[config.mk]
export PLATFORM = sky130hd
export DESIGN_NAME = mem_wb_reg
export DESIGN_NICKNAME = d
export VERILOG_FILES = /design/src/hdl/mem_stage_pkg.sv /design/src/hdl/mem_wb_reg.sv
export SDC_FILE = /design/constraint.sdc
export NUM_CORES = 1
export LEC_CHECK = 0
export BUFFER_PORTS_ARGS = -buffer_cell sky130_fd_sc_hd__buf_4
export CAP_MARGIN = 0
export CORE_AREA = 2 2 187 189
export CTS_CLUSTER_SIZE = 12
export DETAILED_ROUTE_END_ITERATION = 10
export DIE_AREA = 0 0 189 191
export GPL_TIMING_DRIVEN = 0
export PLACE_DENSITY = 0.44
export SLEW_MARGIN = 40
export SYNTH_ARGS = -nofsm -noshare
export SYNTH_HDL_FRONTEND = slang
export SYNTH_SLANG_ARGS = --single-unit
[constraint.sdc]
create_clock -name I_sys_clk -period 8.1 [get_ports I_sys_clk]
set_input_delay 1.62 -clock I_sys_clk [delete_from_list [all_inputs] [get_ports I_sys_clk]]
set_output_delay 1.62 -clock I_sys_clk [all_outputs]
set_load 0.005 [all_outputs]
[src/hdl/mem_stage_pkg.sv]
package mem_stage_pkg;

    // one-hot writeback source, the load bit also marks a load
    typedef logic [2:0] regin_sel_t;

    // byte lanes in [7:0], sign extension request in [8]
    typedef logic [8:0] rstrb_t;

    // byte-lane write enables, sent as the wishbone select
    typedef logic [7:0] wstrb_t;

    localparam int SEL_ALU  = 0;
    localparam int SEL_LOAD = 1;
    localparam int SEL_PC4  = 2;

    localparam int RSTRB_SIGN = 8;

    typedef struct packed {
        logic [63:0] pc;
        logic [63:0] alu_out;
        logic [63:0] mem_addr;
        logic [63:0] rs2_data;
        rstrb_t      rstrb;
        wstrb_t      wstrb;
        logic        mem_wen;
        logic        reg_wen;
        logic [4:0]  rd_addr;
        regin_sel_t  regin_sel;
    } ex_mem_t;

    typedef struct packed {
        logic [63:0] pc;
        logic        reg_wen;
        logic [4:0]  rd_addr;
        logic [63:0] rd_data;
    } mem_wb_t;

    // loads and stores need a data access, everything else passes through
    function automatic logic is_mem_access(input ex_mem_t item);
        return item.regin_sel[SEL_LOAD] || item.mem_wen;
    endfunction

endpackage
[src/hdl/mem_wb_reg.sv]
`timescale 1ns/1ps

module mem_wb_reg (
    input  logic                   I_sys_clk,
    input  logic                   I_rst,
    input  logic                   in_valid,
    input  mem_stage_pkg::ex_mem_t in_data,
    input  logic [63:0]            load_data,
    output logic                   in_allowin,
    input  logic                   out_allowin,
    output logic                   out_valid,
    output mem_stage_pkg::mem_wb_t out_data
);
    import mem_stage_pkg::*;

    logic        valid_q;
    logic [63:0] wb_value;

    assign in_allowin = !valid_q || out_allowin;
    assign out_valid  = valid_q;

    // writeback source mux
    always_comb begin
        case (1'b1)
            in_data.regin_sel[SEL_LOAD]: wb_value = load_data;
            in_data.regin_sel[SEL_PC4]:  wb_value = in_data.pc + 64'd4;
            in_data.regin_sel[SEL_ALU]:  wb_value = in_data.alu_out;
            default:                     wb_value = in_data.alu_out;
        endcase
    end

    always_ff @(posedge I_sys_clk) begin
        if (I_rst) begin
            valid_q <= 1'b0;
        end else if (in_allowin) begin
            valid_q <= in_valid;
        end
    end

    always_ff @(posedge I_sys_clk) begin
        if (in_valid && in_allowin) begin
            out_data.pc      <= in_data.pc;
            out_data.reg_wen <= in_data.reg_wen;
            out_data.rd_addr <= in_data.rd_addr;
            out_data.rd_data <= wb_value;
        end
    end

endmodule

# ---- After elaboration in Yosys (flattened, before gate mapping)
# Cells that the tools add are included.
dict set report op_classes {
  add_sub_neg 1
  mux 2
  n_reduce_logical 3
}
# cell count
set ops {}
lappend ops {{two-way mux 64 bit} 2}
lappend ops {{adder 64 x 3 -> 64 bit (second input constant)} 1}
lappend ops {{logical AND 1 bit} 1}
lappend ops {{logical NOT 1 bit} 1}
lappend ops {{logical OR 1 bit} 1}
dict set report totals {
  reg_bits 135
  in_bits 351
  elab_cells 11
}

# ---- Longest topological paths before layout
# Gate-level depths: netlist (run 1).
dict set report logic_depth {
  ltp_word 3
  depth_mapped 8
}

# ---- Least setup slack after synthesis (run 1)
# Ideal clock, no wire load.
dict set report synth_path {
  kind {input port to flip-flop}
  start {input port out_allowin}
  end {register out_data[0] in the netlist's numbering, enable pin}
  setup_ps 510
  arrival_ps 4865
  setup_slack_ps 2726
  stages 2
  n_path_buf 0
  path_cell_list {nand2b_1 and2_1}
}
dict set report synth_between {
  elab_chain_cells 2
}
# item line_no
set synth_rtl {}
lappend synth_rtl {{from (decl)} mem_wb_reg.sv:10} ;# input logic out_allowin,
lappend synth_rtl {{logical OR 1 bit} mem_wb_reg.sv:19} ;# assign in_allowin = !valid_q || out_allowin;
lappend synth_rtl {{logical AND 1 bit} mem_wb_reg.sv:41} ;# if (in_valid && in_allowin) begin
lappend synth_rtl {{to (decl)} mem_wb_reg.sv:12} ;# output mem_stage_pkg::mem_wb_t out_data
# No other way between the ends.
# A chain may end at the register's enable or synchronous reset.

# ---- Worst setup path in the final report (run 1)
dict set report layout_path {
  start {input port in_data[221] in the netlist's numbering}
  end {register out_data[60] in the netlist's numbering, data pin}
}
dict set report layout_between {
  elab_chain_cells 3
}
# item line_no
set layout_rtl {}
lappend layout_rtl {{from (decl)} mem_wb_reg.sv:7} ;# input mem_stage_pkg::ex_mem_t in_data,
lappend layout_rtl {{adder 64 x 3 -> 64 bit} mem_wb_reg.sv:26} ;# in_data.regin_sel[SEL_PC4]: wb_value = in_data.pc + 64'd4;
lappend layout_rtl {{two-way mux 64 bit (2 in series)} mem_wb_reg.sv:24} ;# case (1'b1)
lappend layout_rtl {{net wb_value[60]} mem_wb_reg.sv:17} ;# logic [63:0] wb_value;
# The timed path passes the listed nets, and every way through them passes these cells.

==> results of run 1 <==
[worst min-delay path by stage]
stage,startpoint,to,slack (ns),cells after the start
6_report,out_valid$_SDFFE_PP0N_,out_valid$_SDFFE_PP0N_,0.53,2
5_1_grt,out_valid$_SDFFE_PP0N_,out_valid$_SDFFE_PP0N_,0.56,2
4_1_cts,out_valid$_SDFFE_PP0N_,out_valid$_SDFFE_PP0N_,0.54,2
3_5_place_dp,out_valid$_SDFFE_PP0N_,out_valid$_SDFFE_PP0N_,0.53,2
3_3_place_gp,out_valid$_SDFFE_PP0N_,out_valid$_SDFFE_PP0N_,0.52,2
2_1_floorplan,out_valid$_SDFFE_PP0N_,out_valid$_SDFFE_PP0N_,0.52,2
[power by group through the flow]
stage	Sequential, mW	Clock (mW)	Combinational (mW)
after floorplan	0.865	0	0.0759
after global placement	0.862	0	0.298
after detailed placement	0.854	0	0.304
after CTS	0.841	0.754	0.304
after global routing	0.845	0.778	0.325
final	0.840	0.722	0.297
[registers in the layout, indices dropped and copies added, names as in the netlist]
signal	count
out_valid	1
out_data	134
[stage by stage]
stage	util	hold WS, ns	cell area (µm²)
floorplan	-	0.522	6460
global placement	0.281	0.521	9570
detailed placement	0.282	0.527	9640
CTS	0.298	0.537	10200
global route	0.298	0.558	10200
finish	0.298	0.534	10200
[worst max-delay path: cells and delay by family]
kind	cells	cell delay [ns]
AO/OA/AOI/OAI	1	0.18
XOR/XNOR	1	0.30
adder cells (fa/ha/maj)	1	0.23
buffers and inverters	2	0.31
AND/OR/NAND/NOR	4	1.24
[cell type report]
cell class | instances | area [µm²] | share of cell area
tap | 455 | 569 | 0.0560
timing repair buffer | 341 | 2600 | 0.256
clock inverter | 11 | 83.8 | 0.00825
clock buffer | 21 | 440 | 0.0433
buffer | 22 | 88.8 | 0.00874
sequential | 135 | 4040 | 0.398
multi-input combinational | 346 | 2300 | 0.227
inverter | 10 | 37.5 | 0.00369
[logic make-up (layout without fill, tap and decap cells)]
family	Yosys count	after routing	synth area share
buffers and inverters	32	405	0.0192
xor gates and xnor gates	57	57	0.0772
AOI/OAI and AO/OA	125	125	0.116
adders and majority gates	1	1	0.00194
and+or+nand+nor	156	156	0.149
muxes	7	7	0.0110
DFF	135	135	0.626
[cells in the final DEF, fill, tap and decap left out, types with 3 or more instances in the layout]
cell type	Yosys	final
sky130_fd_sc_hd__nand4_1	12	12
sky130_fd_sc_hd__or3_1	3	3
sky130_fd_sc_hd__nor4_4	3	3
sky130_fd_sc_hd__edfxtp_1	134	134
sky130_fd_sc_hd__mux2i_1	6	6
sky130_fd_sc_hd__inv_1	10	10
sky130_fd_sc_hd__nor3_1	10	10
sky130_fd_sc_hd__a31oi_1	3	3
sky130_fd_sc_hd__nand3_4	3	3
sky130_fd_sc_hd__a22oi_1	43	43
sky130_fd_sc_hd__buf_12	0	3
sky130_fd_sc_hd__nor2_1	18	17
sky130_fd_sc_hd__and3_1	13	13
sky130_fd_sc_hd__nor4_2	4	4
sky130_fd_sc_hd__xnor2_1	32	32
sky130_fd_sc_hd__buf_4	1	339
sky130_fd_sc_hd__nand3_1	26	26
sky130_fd_sc_hd__o21ai_0	50	50
sky130_fd_sc_hd__clkbuf_1	17	20
sky130_fd_sc_hd__clkbuf_16	0	17
sky130_fd_sc_hd__nand4_2	3	3
sky130_fd_sc_hd__nor3_2	3	3
sky130_fd_sc_hd__o21ai_1	22	22
sky130_fd_sc_hd__xor2_1	25	25
sky130_fd_sc_hd__nand2_1	42	42
sky130_fd_sc_hd__buf_1	4	3
sky130_fd_sc_hd__clkinv_2	0	7
[routing by layer]
metal  vias to the layer above  part of all wire
li1                       2687                 -
met1                      2723              0.45
met2                       255              0.45
met3                        17             0.086
met4                         0             0.010
met5                         -                 0
==> results list, run 1 <==
- The flow ran to the end, and the final reports show no timing, DRC or antenna violations.
* Cell repeated most along the worst path: sky130_fd_sc_hd__buf_4
- The startpoint identified for the worst register-to-register timing path is out_valid$_SDFFE_PP0N_.
- After floorplanning, the core was divided into approximately 70 placement rows.
- Largest buffer count on any clock path: 2
* Endpoint arrival time on the critical path: slightly below 4 ns
* Vert. Die Dim: roughly 190 µm
- I/O pin count: between 400 and 500
- Met2 Track Usage GR: 0.237
- Cell internal power was estimated by the tool at ~1.4 mW.
- Area overhead of the layout relative to synthesis: 57.2%
* Postcts setup bufs: 0
- Max frequency: between 0.2 and 0.3 GHz
* Largest stage delay on the critical path: around 0.7 ns
- RSZ-0062 raised after global routing: false
* Share of flip-flops with an asynchronous set or reset after synthesis: 0
- Data required time of the critical path: ~8.2 ns
* Crit path launch type: input pin
- Number of inserted diodes: 0
- Final Total Pwr: around 1.9 mW
- Area of the die: ~36000 µm²
* Proportion of synthesized chip area in sequential cells: 0.626
* Area of the core: ~34000 µm²
- The number of failing hold endpoints at the final stage is 0.
- Clock latency on the worst-skew pair: about 0.43 ns
- Clock skew on the completed layout was measured at about 0.0051 ns.
- Post-placement setup slack: 3.82 ns
- Pin count of the biggest net entering global routing: 39
* Worst VDD drop: ~0.00015 V
* First drt pass iteration count: 6
* Total power per unit cell area: 183 nW/µm²
* Number of global-route vias before repair: 5721
- Layer carrying the most global-route usage: met2
- The count of buffers added on input and output ports is ~340.
- Crit-path slowest cell: sky130_fd_sc_hd__nor4_4
- For the final routed database, the setup TNS stands at 0 ns.
* Number of cells produced by synthesis: roughly 500
- Pleak: 3.98 nW
- Worst R2R Setup Slack: 6.31 ns
- The clock tree synthesis step divided the H-tree into 4 levels.
- A synthesized cell averages 12.6 µm².
- # DRC: 0
- GR met3 Demand/Resource: 0.0527
- Logic depth of the worst register-to-register path: 4
- Of the total power, the clock network draws 0.388.
* Net switching power: 0.463 mW
- In this run the worst path has a maximum fanout of 8.
- Dividing the final minimum period by the clock period gives 0.465.
- Cell taking the most area after synthesis: sky130_fd_sc_hd__edfxtp_1
- After synthesis, the netlist uses between 40 and 50 different library cells.
* Die outline width: ~190 µm
- The tree is rooted in a sky130_fd_sc_hd__clkbuf_16.
* Syn. warnings: 0
- Summing every instance area after synthesis gives between 6000 and 7000 µm².
* Routed Antenna Nets: 0
* Wire length of the first global-routing pass: 39100 µm
- Fraction of power consumed by combinational cells: 0.160
- Maxcap violations: 0
* Most frequent cell after synthesis: sky130_fd_sc_hd__edfxtp_1
- The synthesized design contains around 130 enable-type register cells.
- Counting I/O delays and the setup requirement, the final critical path takes about 3.8 ns.
- The clock net in this run drives a total of 135 sinks.
- Across every metal layer, demand over resource in global routing totals 0.151.
* Min-delay worst type: flip-flop to flip-flop
- Via Count: 5682
- Of the total power, the share spent switching nets is 0.249.
- In the post-route analysis, the smallest setup slack over all paths is approximately 4.3 ns.
- The worst setup path is of the input pin to flip-flop kind.
- Routability-driven placement finished with a final weighted congestion of 0.779.
* Final HPWL DP: around 22000 µm
* Finish-stage setup viols: 0
- In this run the worst setup path terminates at out_data[60]$_DFFE_PP_.
- Non-Filler Instances: 1341
* Number of buffers added by the clock tree synthesis step: 17
- After synthesis, the cell types taking the most area are sky130_fd_sc_hd__edfxtp_1, sky130_fd_sc_hd__a22oi_1, sky130_fd_sc_hd__xnor2_1.
* GRT met1 Usage: 0.197
- Crit path capture type: flip-flop
- Most common library cells after synthesis: sky130_fd_sc_hd__edfxtp_1, sky130_fd_sc_hd__o21ai_0, sky130_fd_sc_hd__a22oi_1
- The number of nets in the synthesized netlist is 865.
- Slew Limit Headroom: 0.406
- TritonCTS clock tree: built
* Number of placed instances, taps included: about 1300
* Critical path origin: in_data[221]
- After filler insertion, the fill cell instance count of the layout stands at about 3600.
- Once the clock tree was built, the resizer swapped 0 gates to a different size.
- Count of hold-fix buffers inserted at cts: 0
- After detailed routing, the total wire length is 27600 µm.
- Flip-flop and latch count after synthesis: 135
- Initial antenna violation count: 0
- Starting density of the core: 0.189
- For this block, the initial DRC count from the detailed router was ~210.
* Share of the synthesized area in the top cell type: 0.622
- NumNets Final: 1225
- The number of pins with negative max-slew slack in the final report was 0.
* Avg Vias per Cell: 4.24
- The critical path goes through buf_4, ha_1, nand3_4, nor4_4, and3_1, buf_4, nand4_1, xor2_1, a31oi_1.
* RR Endpoint: out_data[33]$_DFFE_PP_
- The total overflow left after global routing is 0.
* Most used DFF post-synth: sky130_fd_sc_hd__edfxtp_1
* Clock transition at the registers of the reported paths: 0.06 ns
* Wire per inst: 20.6 µm
* Slew @ Worst Pin: approximately 0.9 ns
- Of the cells placed in the final design, the portion with a size suffix greater than 1 is 0.449.
- Of the total power, registers draw 0.452.
No activity file was read; power rests on OpenSTA's default activity.
==> inputs of run 2 (changes only) <==
--- a/config.mk
+++ b/config.mk
@@ -7,10 +7,10 @@
 export LEC_CHECK = 0
 export BUFFER_PORTS_ARGS = -buffer_cell sky130_fd_sc_hd__buf_4
 export CAP_MARGIN = 0
-export CORE_AREA = 2 2 187 189
+export CORE_AREA = 2 2 188 190
 export CTS_CLUSTER_SIZE = 12
 export DETAILED_ROUTE_END_ITERATION = 10
-export DIE_AREA = 0 0 189 191
+export DIE_AREA = 0 0 190 192
 export GPL_TIMING_DRIVEN = 0
 export PLACE_DENSITY = 0.44
 export SLEW_MARGIN = 40
==> constraint.sdc (replaced) <==
create_clock -name I_sys_clk -period 3.6 [get_ports I_sys_clk]
set_input_delay 0.72 -clock I_sys_clk [delete_from_list [all_inputs] [get_ports I_sys_clk]]
set_output_delay 0.72 -clock I_sys_clk [all_outputs]
set_load 0.005 [all_outputs]
==> run 2 against run 1 <==
Combinational power is 120% higher; final area is 0.68% higher; die area is 1.1% higher; clock skew hardly changed; wire length is 0.67% lower; count of clock-buffer cells in the layout is 4 lower; worst hold slack worse by 0.094 ns; register-to-register slack worse by 4.3 ns; first-iteration DRC count is 22% higher; non-clock buffer count is 1 higher; sequential cell count stayed put; highest routed layer unchanged.
==> results list, run 2 (same netlist as run 1, synthesis figures left out) <==
- Endpoint arrival time on the critical path: about 3.0 ns
- The tightest min-delay check is of the input pin to flip-flop type.
- Class of the most critical setup path: input pin to flip-flop
- At the end of routability-driven placement, the weighted congestion stood at 0.773.
- Wire per inst: a little over 20 µm
* All-Layer GR Usage: 0.149
* Crit path time final: 2.84 ns
- Area overhead of the layout relative to synthesis: 58.3%
- Number of inserted diodes: 0
* Clock transition at the registers of the reported paths: about 0.060 ns
- For this configuration, the core starts out at a cell density of 0.189.
* Outcome: completed
* Area of the core: ~34000 µm²
- Of the cells placed in the final design, the portion with a size suffix greater than 1 is 0.452.
- TritonCTS clock tree: built
* Slew @ Worst Pin: between 0.7 and 0.8 ns
- Data required time of the critical path: approximately 3.8 ns
- Largest register by flop count: out_data
- Leading cell types in the layout, fill and taps excluded: sky130_fd_sc_hd__buf_4, sky130_fd_sc_hd__edfxtp_1, sky130_fd_sc_hd__o21ai_0
- Slew Limit Headroom: 0.497
* Total power per unit cell area: about 420 nW/µm²
- Adding up every negative setup slack in the final design gives 0 ns.
- RSZ-0062 raised after global routing: false
- Crit path capture type: flip-flop
- The multi-input combinational cells in the finished layout cover a total of between 2000 and 2500 µm².
* Std-Cell Rows: 68
- Maxcap violations: 0
- Maximum level of the CTS H-tree: 4
- For this run the aggregate overflow at the end of global routing stands at 0.
- For this design the top-level I/O count stands at slightly below 500.
- Vert. Die Dim: 192 µm
- Initial antenna violation count: 0
- Number of global-route vias before repair: ~5800
- The clock arrives with around 0.0046 ns of skew.
- Flip-flop count of the largest register, all copies and words added: between 100 and 150
- Max frequency: around 0.35 GHz
* Worst VDD drop: between 0.0002 and 0.0003 V
- Hold violation count in the final report: 0
- First-iteration detailed-routing DRC count: 262
- Sequential standard cell area: 4040 µm²
- Worst-path fanout max: 8
* Port Buffer Count: approximately 340
- Portion of the clock cycle consumed by the worst path in the final layout: 0.788
- Finish-stage setup viols: 0
* # DRC: 0
- Summed over all layers, the routed wires come to 27400 µm.
- Post-CTS sizing: 0
- Fill cell count: roughly 3600
- The analysis attributes to cell leakage a power of 4.00 nW.
* Clk sink count: around 140
* Wire length of the first global-routing pass: around 39000 µm
- Pin count of the biggest net entering global routing: 42
* Crit path launch type: input pin
- Postcts setup bufs: 0
* Via Count: around 5600
- Clock latency on the worst-skew pair: 0.43 ns
- The tree is rooted in a sky130_fd_sc_hd__clkbuf_16.
* First drt pass iteration count: 4
- The library cell used most frequently in the layout, excluding fill and tap cells, is sky130_fd_sc_hd__buf_4.
- Avg Vias per Cell: ~4.2
- Largest buffer count on any clock path: 2
* Final Total Pwr: ~4.3 mW
* Area of the die: 36500 µm²
* Final number of max-transition violations: 0
- The die is about 190 µm wide.
- Number of buffers added by the clock tree synthesis step: 17
* Final HPWL DP: about 22000 µm
- The number of hold buffers added after CTS was 0.
- Routed Antenna Nets: 0
- NumNets Final: around 1200
[run 2: path summary, 6_finish.rpt]
path / start / endpoint / slack (ns) / cells past startpoint
worst max register to register: out_valid$_SDFFE_PP0N_ / out_data[101]$_DFFE_PP_ / 2.01 / 3
worst min-delay path: I_rst / out_valid$_SDFFE_PP0N_ / 0.44 / 2
worst max-delay path: in_data[221] / out_data[56]$_DFFE_PP_ / 0.76 / 8
worst min register to register: out_valid$_SDFFE_PP0N_ / out_valid$_SDFFE_PP0N_ / 0.55 / 2
[run 2: area by class of cell]
class	instances	share of cell area
inverters	10	0.00367
clock buffers	17	0.0416
repair buffers	342	0.255
plain buffers	22	0.00844
flip-flops and latches	135	0.395
clock inverters	15	0.0149
multi-input cells	346	0.226
well taps	455	0.0556
[run 2: through the flow]
| step | area, µm² | setup slack (ns) | util | std cells | hold WS [ns] |
|---|---|---|---|---|---|
| floorplan | 6470 | 0.624 | - | 513 | 0.522 |
| global placement | 9570 | -0.425 | 0.279 | 1306 | 0.520 |
| detailed placement | 9650 | 0.249 | 0.281 | 1310 | 0.532 |
| CTS | 10200 | 0.741 | 0.298 | 1342 | 0.406 |
| global route | 10200 | 0.660 | 0.298 | 1342 | 0.404 |
| finish | 10200 | 0.765 | 0.298 | 1342 | 0.440 |
[run 2: worst max-delay path, cell delays in order]
cell                      delay (ns)
sky130_fd_sc_hd__buf_4          0.13
sky130_fd_sc_hd__ha_1           0.24
sky130_fd_sc_hd__nand3_4        0.15
sky130_fd_sc_hd__nor4_4         0.70
sky130_fd_sc_hd__nand4_2        0.41
sky130_fd_sc_hd__nor4_2         0.36
sky130_fd_sc_hd__xnor2_1        0.21
sky130_fd_sc_hd__o21ai_2        0.08
[run 2: routing by layer]
metal  global-route usage  share of wire
met3               0.0565          0.086
met5                    0              0
met4               0.0349         0.0071
met2                0.240           0.46
met1                0.190           0.45
[run 2: power by group]
| part | leakage, nW | internal [mW] | switching (mW) |
|---|---|---|---|
| Clock | 0.275 | 1.02 | 0.731 |
| Sequential | 1.31 | 1.86 | 0.0282 |
| Combinational | 2.41 | 0.342 | 0.326 |
| Total | 4.00 | 3.22 | 1.09 |
==> inputs of run 3 (changes only) <==
==> constraint.sdc (replaced) <==
create_clock -name I_sys_clk -period 2.7 [get_ports I_sys_clk]
set_input_delay 0.54 -clock I_sys_clk [delete_from_list [all_inputs] [get_ports I_sys_clk]]
set_output_delay 0.54 -clock I_sys_clk [all_outputs]
set_load 0.005 [all_outputs]
==> run 3 against run 2 <==
Utilization about the same; power rose by 32%; via count is 0.46% lower; non-clock buffer count grew 1; count of clock-buffer cells in the layout did not move; wire length down 0.19%; final area decreased by 0.13%; register-to-register slack got worse by 1.0 ns.
==> results list, run 3 (same netlist as run 1, synthesis figures left out) <==
* Outcome: completed
- Number of inserted diodes: 0
- In the global route stage, met1 resource usage came out at 0.186.
- The internal power of the cells totals around 4.3 mW.
* Switching Share: 0.250
* Area of the core: about 34000 µm²
- Power comes to 5.71 mW.
* Clk sink count: 135
- Congestion Overflow GR: 0
* Number of global-route vias before repair: roughly 5600
- Crit path time final: about 2.6 ns
- Root Buffer Master: sky130_fd_sc_hd__clkbuf_16
- Sum of routed wire length over all layers: about 27000 µm
- Non-Filler Instances: 1343
- Final number of max-transition violations: 0
- Input and output buffers added on the ports amount to between 300 and 400.
* Max frequency: roughly 0.39 GHz
* Area overhead of the layout relative to synthesis: 58.1%
- Finish-stage setup viols: 0
- Area of the die: about 36000 µm²
* Worst VDD drop: 0.000398 V
* Largest buffer count on any clock path: 2
* Worst-path fanout max: 5
- The number of antenna violations at the first check in global routing is 0.
* Wire per inst: approximately 20 µm
- Met2 Track Usage GR: 0.229
- Routed Antenna Nets: 0
* Relative contribution of sequential cells to total power: 0.441
- NumNets Final: 1227
- The library cell used most frequently in the layout, excluding fill and tap cells, is sky130_fd_sc_hd__buf_4.
- Data required time of the critical path: approximately 2.9 ns
- Post-Route Skew: about 0.0087 ns
* Fraction of power consumed by combinational cells: 0.156
- Endpoint arrival time on the critical path: 2.76 ns
- Class of the most critical setup path: input pin to flip-flop
* First-iteration detailed-routing DRC count: just under 300
- Share of power burned in the clock network: 0.402
- Crit path launch type: input pin
- From bottom edge to top edge, the die measures around 190 µm.
* RSZ-0062 raised after global routing: false
- Maxcap violations: 0
- Clock latency on the worst-skew pair: around 0.44 ns
- In the layout the commonest cells are sky130_fd_sc_hd__buf_4, sky130_fd_sc_hd__edfxtp_1, sky130_fd_sc_hd__o21ai_0.
* Clock transition at the registers of the reported paths: roughly 0.06 ns
- The routed layout has ~5600 vias.
- The die is ~190 µm wide.
- The analysis attributes to cell leakage a power of around 4.0 nW.
- Gp weighted congestion: ~0.77
- Core Util, Final: 0.298
- Slew @ Worst Pin: 0.851 ns
- The global routing stage identified its most utilized layer as met2.
- After detailed routing, the number of vias per cell comes to around 4.2.
* Final-layout setup total negative slack: 0 ns
- The floorplan has 68 rows.
* Number of buffers added by the clock tree synthesis step: 17
- Summed over all nets, the switching power comes to 1.43 mW.
* Share of final-layout standard cells stronger than drive strength 1: 0.450
* First drt pass iteration count: 5
* Largest register by flop count: out_data
- After legalization and detailed placement, the total HPWL measured roughly 22000 µm.
- Pin count of the biggest net entering global routing: 40
- In the routed design, unresolved DRC markers number 0.
* Maximum level of the CTS H-tree: 4
- Portion of the clock cycle consumed by the worst path in the final layout: 0.960
- TritonCTS clock tree: built
- Worst hold slack: between 0.2 and 0.3 ns
- I/O pin count: a little under 500
* Count of hold-fix buffers inserted at cts: 0
- Starting density of the core: 0.189
* Crit path capture type: flip-flop
- The number of failing hold endpoints at the final stage is 0.
- Wire length of the first global-routing pass: about 38000 µm
* GR met3 Demand/Resource: 0.0652
- Flip-flop count of the largest register, all copies and words added: roughly 130
- In the global route stage, overall resource usage came out at 0.149.
* Number of placed instances, taps included: 1309
- Total power per unit cell area: around 560 nW/µm²
* Min-delay worst type: input pin to flip-flop
- Slew Limit Headroom: 0.433
==> run 3: worst paths after layout <==
kind,to,depth (start not counted),startpoint,slack (ns)
setup reg to reg,out_data[32]$_DFFE_PP_,4,out_valid$_SDFFE_PP0N_,0.97
hold / removal,out_valid$_SDFFE_PP0N_,2,I_rst,0.26
setup / recovery,out_data[56]$_DFFE_PP_,7,in_data[249],0.11
hold reg to reg,out_valid$_SDFFE_PP0N_,2,out_valid$_SDFFE_PP0N_,0.53
==> run 3: metrics by stage <==
stage / instance area, µm² / setup slack, ns
final: 10200 / 0.107
after global routing: 10200 / 0.0221
after CTS: 10200 / 0.116
after detailed placement: 9640 / -0.517
after global placement: 9570 / -0.462
after floorplan: 6470 / 0.454
==> run 3: power groups by stage <==
stage               Combinational, mW  Clock [mW]  Sequential, mW
detailed placement              0.912           0            2.56
floorplan                       0.229           0            2.58
finish                          0.892        2.30            2.52
CTS                             0.914        2.38            2.52
global route                    0.977        2.47            2.53
global placement                0.899           0            2.57
==> run 3: timing repair <==
| item | 4_1_cts | 5_1_grt |
|---|---|---|
| resized for setup | 0 | 0 |
| endpoints found under the hold margin | 0 | 0 |
| endpoints found under the setup margin | 3 | 0 |
| buffers inserted | 2 | 0 |
==> run 3: worst max-delay path: stages <==
cell and delay, ns:
sky130_fd_sc_hd__buf_4 0.11, sky130_fd_sc_hd__nand4_1 0.29, sky130_fd_sc_hd__nor4_1 0.81, sky130_fd_sc_hd__nand4_2 0.33
sky130_fd_sc_hd__nor4_2 0.41, sky130_fd_sc_hd__xnor2_1 0.20, sky130_fd_sc_hd__o21ai_2 0.07
==> run 3: cell type report <==
class                      count  area [µm²]
buffer                        22        86.3
sequential                   135        4040
fill                        3577       24100
clock inverter                15         136
tap                          455         569
timing repair buffer         343        2610
clock buffer                  17         425
multi-input combinational    346        2310
inverter                      10        37.5
==> run 3: per-layer routing <==
layer	vias up	wire length [µm]
li1	2690	-
met5	-	0
met4	0	433
met3	22	3090
met1	2647	11700
met2	260	12200
